[config.mk]
export PLATFORM = sky130hd
export DESIGN_NAME = stream_combiner_top
export DESIGN_NICKNAME = d
export VERILOG_FILES = /design/src/hw/stream_pkg.sv /design/src/hw/channel_arbiter.sv /design/src/hw/frame_counter.sv /design/src/hw/word_formatter.sv /design/src/hw/stream_combiner_top.sv
export SDC_FILE = /design/constraint.sdc
export NUM_CORES = 1
export LEC_CHECK = 0
export BUFFER_PORTS_ARGS = -buffer_cell sky130_fd_sc_hd__buf_2
export CAP_MARGIN = 40
export CORE_MARGIN = 2
export CORE_UTILIZATION = 35
export CTS_CLUSTER_DIAMETER = 30
export DETAILED_ROUTE_END_ITERATION = 10
export PLACE_DENSITY_LB_ADDON = 0.2
export SYNTH_ARGS = -nofsm -noshare
export SYNTH_HDL_FRONTEND = slang
export SYNTH_SLANG_ARGS = --single-unit
export TNS_END_PERCENT = 30
[constraint.sdc]
create_clock -name clock -period 8.9 [get_ports clock]
set_input_delay 1.78 -clock clock [delete_from_list [all_inputs] [get_ports clock]]
set_output_delay 1.78 -clock clock [all_outputs]
set_load 0.02 [all_outputs]
[src/hw/stream_pkg.sv]
// Stream combiner shared types
`default_nettype none

package stream_pkg;

    // Number of converter channels merged onto the output stream
    localparam int num_channels = 3;

    // Widths that carry a meaning on the input and output streams
    typedef logic signed [15:0] sample_t;
    typedef logic [7:0] dest_t;
    typedef logic [7:0] user_t;
    typedef logic [31:0] word_t;

    // Channel index and per-channel frame position
    typedef logic [$clog2(num_channels)-1:0] channel_t;
    typedef logic [15:0] count_t;

    // Payload of one input beat, 32 bits
    typedef struct packed {
        sample_t sample;
        dest_t   dest;
        user_t   user;
    } in_beat_t;

    // Payload of one output beat, 49 bits
    typedef struct packed {
        word_t data;
        dest_t dest;
        user_t user;
        logic  last;
    } out_beat_t;

endpackage

`default_nettype wire

[src/hw/channel_arbiter.sv]
// Fixed-priority channel arbiter
`default_nettype none

module channel_arbiter
    import stream_pkg::*;
(
    input  logic [num_channels-1:0]     in_valid,
    input  in_beat_t [num_channels-1:0] in_beat,
    input  logic                        load,
    output logic [num_channels-1:0]     in_ready,
    output logic                        accept,
    output channel_t                    channel,
    output in_beat_t                    beat
);

    // Bit k is set when any channel below k has a valid beat
    logic [num_channels-1:0] lower_valid;
    // One-hot mark of the winning channel
    logic [num_channels-1:0] grant;

    // Channel 0 has nothing above it, so it never waits
    always_comb begin
        lower_valid[0] = 1'b0;
        for (int k = 1; k < num_channels; k++) begin
            lower_valid[k] = lower_valid[k-1] | in_valid[k-1];
        end
    end

    // The lowest valid channel is the only one not masked by a lower one
    assign grant = in_valid & ~lower_valid;

    // A channel may only transfer when the output register can take the beat
    // and no lower-numbered channel is competing for it
    assign in_ready = {num_channels{load}} & ~lower_valid;

    // Exactly one transfer happens whenever some channel is valid and load is high
    assign accept = load & (|in_valid);

    // Encode the one-hot grant into a channel index
    always_comb begin
        channel = '0;
        for (int k = 0; k < num_channels; k++) begin
            if (grant[k]) begin
                channel = channel_t'(k);
            end
        end
    end

    // Payload of the winner, only meaningful while accept is high
    assign beat = in_beat[channel];

endmodule

`default_nettype wire

[src/hw/frame_counter.sv]
// Per-channel frame counter
`default_nettype none

module frame_counter
    import stream_pkg::*;
#(
    parameter int FRAME_LENGTH = 1024
) (
    input  logic     clock,
    input  logic     reset,
    input  logic     accept,
    input  channel_t channel,
    output logic     last
);

    // Count value held by a channel just before its frame-ending beat
    localparam count_t last_count = count_t'(FRAME_LENGTH - 1);

    // One counter of accepted beats per channel
    count_t counters [num_channels];

    // The beat being accepted closes the frame when its channel is at the
    // final position, so each channel frames on its own traffic only
    assign last = accept && (counters[channel] == last_count);

    always_ff @(posedge clock) begin
        if (!reset) begin
            for (int k = 0; k < num_channels; k++) begin
                counters[k] <= '0;
            end
        end else if (accept) begin
            // Only the winning channel moves; the others keep their position
            if (last) begin
                counters[channel] <= '0;
            end else begin
                counters[channel] <= counters[channel] + 1'b1;
            end
        end
    end

endmodule

`default_nettype wire

[src/hw/word_formatter.sv]
// Output word formatter and holding register
`default_nettype none

module word_formatter
    import stream_pkg::*;
(
    input  logic      clock,
    input  logic      reset,
    input  logic      accept,
    input  in_beat_t  beat,
    input  logic      last,
    input  logic      out_ready,
    output logic      load,
    output logic      out_valid,
    output out_beat_t out_beat
);

    // Bits between the tag and the sample that repeat the sign
    localparam int fill_width = $bits(word_t) - $bits(sample_t) - $bits(dest_t);

    // Formatted beat presented to the register on accept
    out_beat_t next_beat;

    // Tag in the top byte, sign fill below it, sample in the low half
    always_comb begin
        next_beat.data = {
            beat.dest,
            {fill_width{beat.sample[$bits(sample_t)-1]}},
            beat.sample
        };
        next_beat.dest = beat.dest;
        next_beat.user = beat.user;
        next_beat.last = last;
    end

    // The register can take a new beat when it is empty or being drained
    // at this edge, which keeps full throughput under a ready sink
    assign load = !out_valid || out_ready;

    // Valid flag of the single-entry register
    always_ff @(posedge clock) begin
        if (!reset) begin
            out_valid <= 1'b0;
        end else if (accept) begin
            out_valid <= 1'b1;
        end else if (out_ready) begin
            out_valid <= 1'b0;
        end
    end

    // Payload only changes on accept, so a held beat survives back-pressure
    always_ff @(posedge clock) begin
        if (accept) begin
            out_beat <= next_beat;
        end
    end

endmodule

`default_nettype wire

[src/hw/stream_combiner_top.sv]
// Three-channel stream combiner
`default_nettype none

module stream_combiner_top
    import stream_pkg::*;
#(
    parameter int FRAME_LENGTH = 1024
) (
    input  logic                        clock,
    input  logic                        reset,

    // Converter channel streams
    input  logic [num_channels-1:0]     in_valid,
    input  in_beat_t [num_channels-1:0] in_beat,
    output logic [num_channels-1:0]     in_ready,

    // Merged word stream
    output logic                        out_valid,
    output out_beat_t                   out_beat,
    input  logic                        out_ready
);

    // Output register can take a beat this cycle
    logic     load;

    // One-cycle pulse for the single input transfer of this cycle
    logic     accept;

    // Winning channel and its payload
    channel_t channel;
    in_beat_t beat;

    // The accepted beat closes a frame on its channel
    logic     last;

    // Pick the lowest valid channel and hand out ready
    channel_arbiter arbiter_i (
        .in_valid (in_valid),
        .in_beat  (in_beat),
        .load     (load),
        .in_ready (in_ready),
        .accept   (accept),
        .channel  (channel),
        .beat     (beat)
    );

    // Count accepted beats per channel and flag frame ends
    frame_counter #(
        .FRAME_LENGTH (FRAME_LENGTH)
    ) counter_i (
        .clock   (clock),
        .reset   (reset),
        .accept  (accept),
        .channel (channel),
        .last    (last)
    );

    // Pack the output word and hold it until the sink takes it
    word_formatter formatter_i (
        .clock     (clock),
        .reset     (reset),
        .accept    (accept),
        .beat      (beat),
        .last      (last),
        .out_ready (out_ready),
        .load      (load),
        .out_valid (out_valid),
        .out_beat  (out_beat)
    );

endmodule

`default_nettype wire

* After elaboration in Yosys (flattened, before gate mapping)
Memories as Yosys holds them, arrays and structs flattened.
Index checks and enable logic that the tools add are counted.
** Operators by class
- $add $sub $neg :: 1
- $lt $le $gt $ge :: 1
- Equality and inequality tests :: 1
- Multiplexer cells :: 19
- Bitwise operators :: 6
- Reduce and logical (&&, ||, !) cells :: 6
** Operators with widths (number)
- 32-bit binary-select mux with 2-bit select :: 1
- 16-bit 2-to-1 mux :: 2
- 32-bit 2-to-1 mux :: 1
- 16-bit by 1-bit adder with 16-bit output (second input constant) :: 1
- 16-bit by 10-bit equality test with 1-bit output (second input constant) :: 1
- 16-bit OR reduction :: 1
- 1-bit 2-to-1 mux :: 13
- 3-bit AND :: 2
- 2-bit 2-to-1 mux :: 2
- 2-bit by 3-bit < comparator with 1-bit output (second input constant) :: 1
- 3-bit inverter :: 1
- 3-bit OR reduction :: 1
- 1-bit OR :: 2
- 2-bit nonzero test :: 1
- 1-bit AND :: 1
- 1-bit logical AND :: 1
- 1-bit logical NOT :: 1
- 1-bit logical OR :: 1
** Storage, ports and cells
- Register bits after elaboration :: 50
- Memory bits (writable) :: 48
- Input port bits :: 102
- Output and inout port bits :: 53
- Word-level logic and storage cells :: 40
- Memories :: 1
** Memory list
- counter_i.counters :: depth 3, width 16, rd ports 1, clocked after memory_dff 0, write ports 3, RTL line frame_counter.sv:20 : count_t counters [num_channels];

* Longest topological paths before layout
An unclocked memory read counts as a cell.
- Word-level depth :: 15
- Gate-level depth with buffers :: 11
- Mapped depth without buffers :: 7

* Hierarchy
From an unflattened synthesis, not the netlist that was laid out.
** Second synthesis, totals
- Cells, all modules :: 400
- Area total of the unflattened synthesis :: 5076.1 um^2
** By module, submodules not included
- frame_counter :: instances 1, cells each 223, area an instance 3136.8 um^2, sequential area each 1921.8 um^2
- word_formatter :: instances 1, cells each 53, area an instance 1159.9 um^2, sequential area each 1011.0 um^2
- channel_arbiter :: instances 1, cells each 124, area an instance 779.5 um^2, sequential area each 0.0 um^2

* Worst setup path after synthesis
Ideal clock, no wire load.
- Path type :: input port to output port
- Start point :: input port in_valid[0]
- End point :: output port in_ready[2]
- Arrival time :: 2836 ps
- Required time :: 7120 ps
- Slack :: 4284 ps
- Cell stages on the path :: 4
- Buffers on the path :: 3
- Cells stage by stage :: buf_2 > clkbuf_1 > buf_1 > nor3_1
** On the way
- Cells in the longest elaborated chain, start to end :: 3
** Ends and longest elaborated chain
- start, declared :: RTL line stream_combiner_top.sv:13 : input logic [num_channels-1:0] in_valid,
- 1-bit OR :: RTL line channel_arbiter.sv:25 : lower_valid[k] = lower_valid[k-1] | in_valid[k-1];
- 3-bit inverter :: RTL line channel_arbiter.sv:34 : assign in_ready = {num_channels{load}} & ~lower_valid;
- 3-bit AND :: RTL line channel_arbiter.sv:34
- end, declared :: RTL line stream_combiner_top.sv:15 : output logic [num_channels-1:0] in_ready,
No other way between the ends.

==> flow_summary.ini <==
[power_and_ir_drop]
ir_drop_mv = 0.113
p_per_area_nw_per_um2 = 183
sequentialPowerShare_pct = 47.0
p_int_uw = 811
p_sw_share_pct = 26.0
power.share.clock_pct = 36.4
p_leak_nw = 2.46
combPwrFrac_pct = 16.7
power_switching_uw = 285

[cells_and_area]
drive_above_1_share_pct = 29.8
insertedDiodeCount = 0
final_cells = 804
syn2layout_area_growth_pct = 23.1
final_nets = 722

[die]
pin_count = 155
die_area_um2 = 14800
fp.dieW_um = 122
core-area_um2 = 13700
initial_core_util_pct = 35.4
fp-row-count = 43
die-height_um = 122

[clock_tree]
cts_hold_buf = 0
ctsResizeCount = 0
postCtsSetupRepairBufs = 0
cts-htree-levels = 3
root_buffer = clkbuf_16
clk_latency_ps = 340
clk_pin_slew_ps = 70
cts_tree = done
cts.path.max_buffers = 2
cts_made_buffers = 9
clock_sinks = 89

[synthesis]
synth.most_common_cell = nand2_1
yosys-top-cells-count = nand2_1 (91), edfxtp_1 (88), nor2_1 (75)
yosysWarnings = 0
synth-seq-area-share_pct = 54.9
synth_area_um2 = 4850
synth_edf_count = 88
yosysTopAreaCellShare_pct = 54.5
avgSynthCellArea_um2 = 9.94
ys_top_cells_by_area = edfxtp_1 (54%), nand2_1 (7.0%), nor2_1 (5.8%)
synthCells = 488
synth_area_leader_cell = edfxtp_1
synth_ff_type = edfxtp_1
yosys_register_bits = 89
ys_async_sr_fraction_pct = 0
ys_types = 57

[timing]
fin_crit_ps = 4830
setup_viol = 0
setup_ws_ps = 4070
hold_ws_ps = 745
skew_ps = 8.26
finalHoldViolCount = 0
slew_headroom_pct = 42.7
clock.fmax_ghz = 0.207
period_share_pct = 54.3
rsz0062_at_grt = no
slew_violations = 0
tightest_slew_ps = 859
setup_tns_ps = 0

[critical_path]
r2r_slack_ps = 6080
cp_data_arrival_time_ps = 4880
cp-start-kind = input port
slowest_delay_ps = 750
worstPathCellList = buf_2 -> and2b_1 -> buf_4 -> a21oi_1 -> or4_1 -> a22o_1 -> o2111ai_2 -> a21oi_1
crit_fanout = 38
cp_data_required_time_ps = 8940
endpoint_kind = flop
crit_type = in -> reg
cpMostUsedCell = a21oi_1
crit_slowest_cell = o2111ai_2

[route]
routed_wl_mm = 12.8
first_pass_iters = 5
wl_per_cell_um = 15.9
drtIter0Drc = 198
route.vias.total = 4098
ant_nets = 0
drc = 0
via_per_inst = 5.10

[placed_design]
dp_slack_ps = 3750
place.gp.congestion = 0.838
place_inst = 788
port-buffer-count = 154
place_hpwl_mm = 9.12

[run_status]
status = completed

[global_routing]
grt_pass1_wl_mm = 19.6
first_global_vias = 3850
grt_overflow = 0
grt_usage_pct = 16.9
antenna_found_initial = 0
grt_start_max_net_pins = 73

[worst_hold_path]
hold_class = reg -> reg

[run]
max_cap_violations = 0
## kinds of logic after synthesis
logic type	count (synthesis)	synth area share (%)
AOI/OAI and AO/OA	96	13.9
other	1	0.0773
buffers and inverters	54	6.14
xor gates and xnor gates	7	1.26
DFF	89	54.9
muxes	8	1.68
adders and majority gates	1	0.258
and+or+nand+nor	232	21.8
## path summary, 6_finish.rpt
path                                 start                         to  cells past startpoint
setup / recovery               in_valid[1]  counter_i.counters[2][13]                      8
hold / removal    counter_i.counters[0][0]   counter_i.counters[1][0]                      2
setup reg to reg  counter_i.counters[3][5]  counter_i.counters[2][13]                      6
hold reg to reg   counter_i.counters[0][0]   counter_i.counters[1][0]                      2
## power groups by stage
stage | combinational [mW] | sequential, mW | clock (mW)
finish | 0.183 | 0.515 | 0.398
global route | 0.200 | 0.518 | 0.426
CTS | 0.184 | 0.515 | 0.408
detailed placement | 0.184 | 0.524 | 0
global placement | 0.182 | 0.522 | 0
floorplan | 0.102 | 0.542 | 0
## sequential cells by signal, indices dropped and copies added, names as in the netlist
| name | flops |
|---|---|
| formatter_i.out_valid | 1 |
| formatter_i.out_beat | 33 |
| counter_i.counters | 55 |
## layer usage
metal / GRT usage [%] / wire, um / vias up
met5: 0 / 0 / -
met4: 5.24 / 189 / 0
met3: 4.03 / 947 / 13
met2: 29.3 / 6080 / 154
met1: 20.7 / 5570 / 1916
li1: - / - / 2015
## critical path: cells and delay by family
kind / cells / cell delay, ps
AOI/OAI and AO/OA: 4 / 1430
and+or+nand+nor: 2 / 780
buffers and inverters: 2 / 850
## layout by cell type, fill, tap and decap left out, types with 3 or more instances in the layout
cell	instances
buf_2	154
nand2_1	90
edfxtp_1	88
nor2_1	75
a31oi_1	33
a21oi_1	18
nor3_1	16
nand3b_1	9
clkbuf_16	9
mux2i_1	7
nand3_1	7
conb_1	7
buf_4	7
and2_1	6
a22oi_1	6
inv_1	6
xnor2_1	6
o21ai_0	5
nor2b_1	4
and3b_1	4
nand4_1	3
a21o_1	3
o21a_1	3
o2111ai_2	3
## metrics by stage
step | utilization, % | instance area (um2) | total power [mW]
2_1_floorplan | - | 4870 | 0.644
3_3_place_gp | 41.1 | 5640 | 0.705
3_5_place_dp | 41.3 | 5660 | 0.708
4_1_cts | 43.5 | 5970 | 1.11
5_1_grt | 43.5 | 5970 | 1.14
6_report | 43.5 | 5970 | 1.10
## layout make-up
class / count / area (um2)
fillers: 1326 / 7740
flip-flops and latches: 89 / 2660
multi-input cells: 351 / 1920
repair buffers: 162 / 835
clock buffers: 11 / 233
well taps: 180 / 225
clock inverters: 5 / 80.1
inverters: 6 / 22.5
No activity file was read; power rests on OpenSTA's default activity.
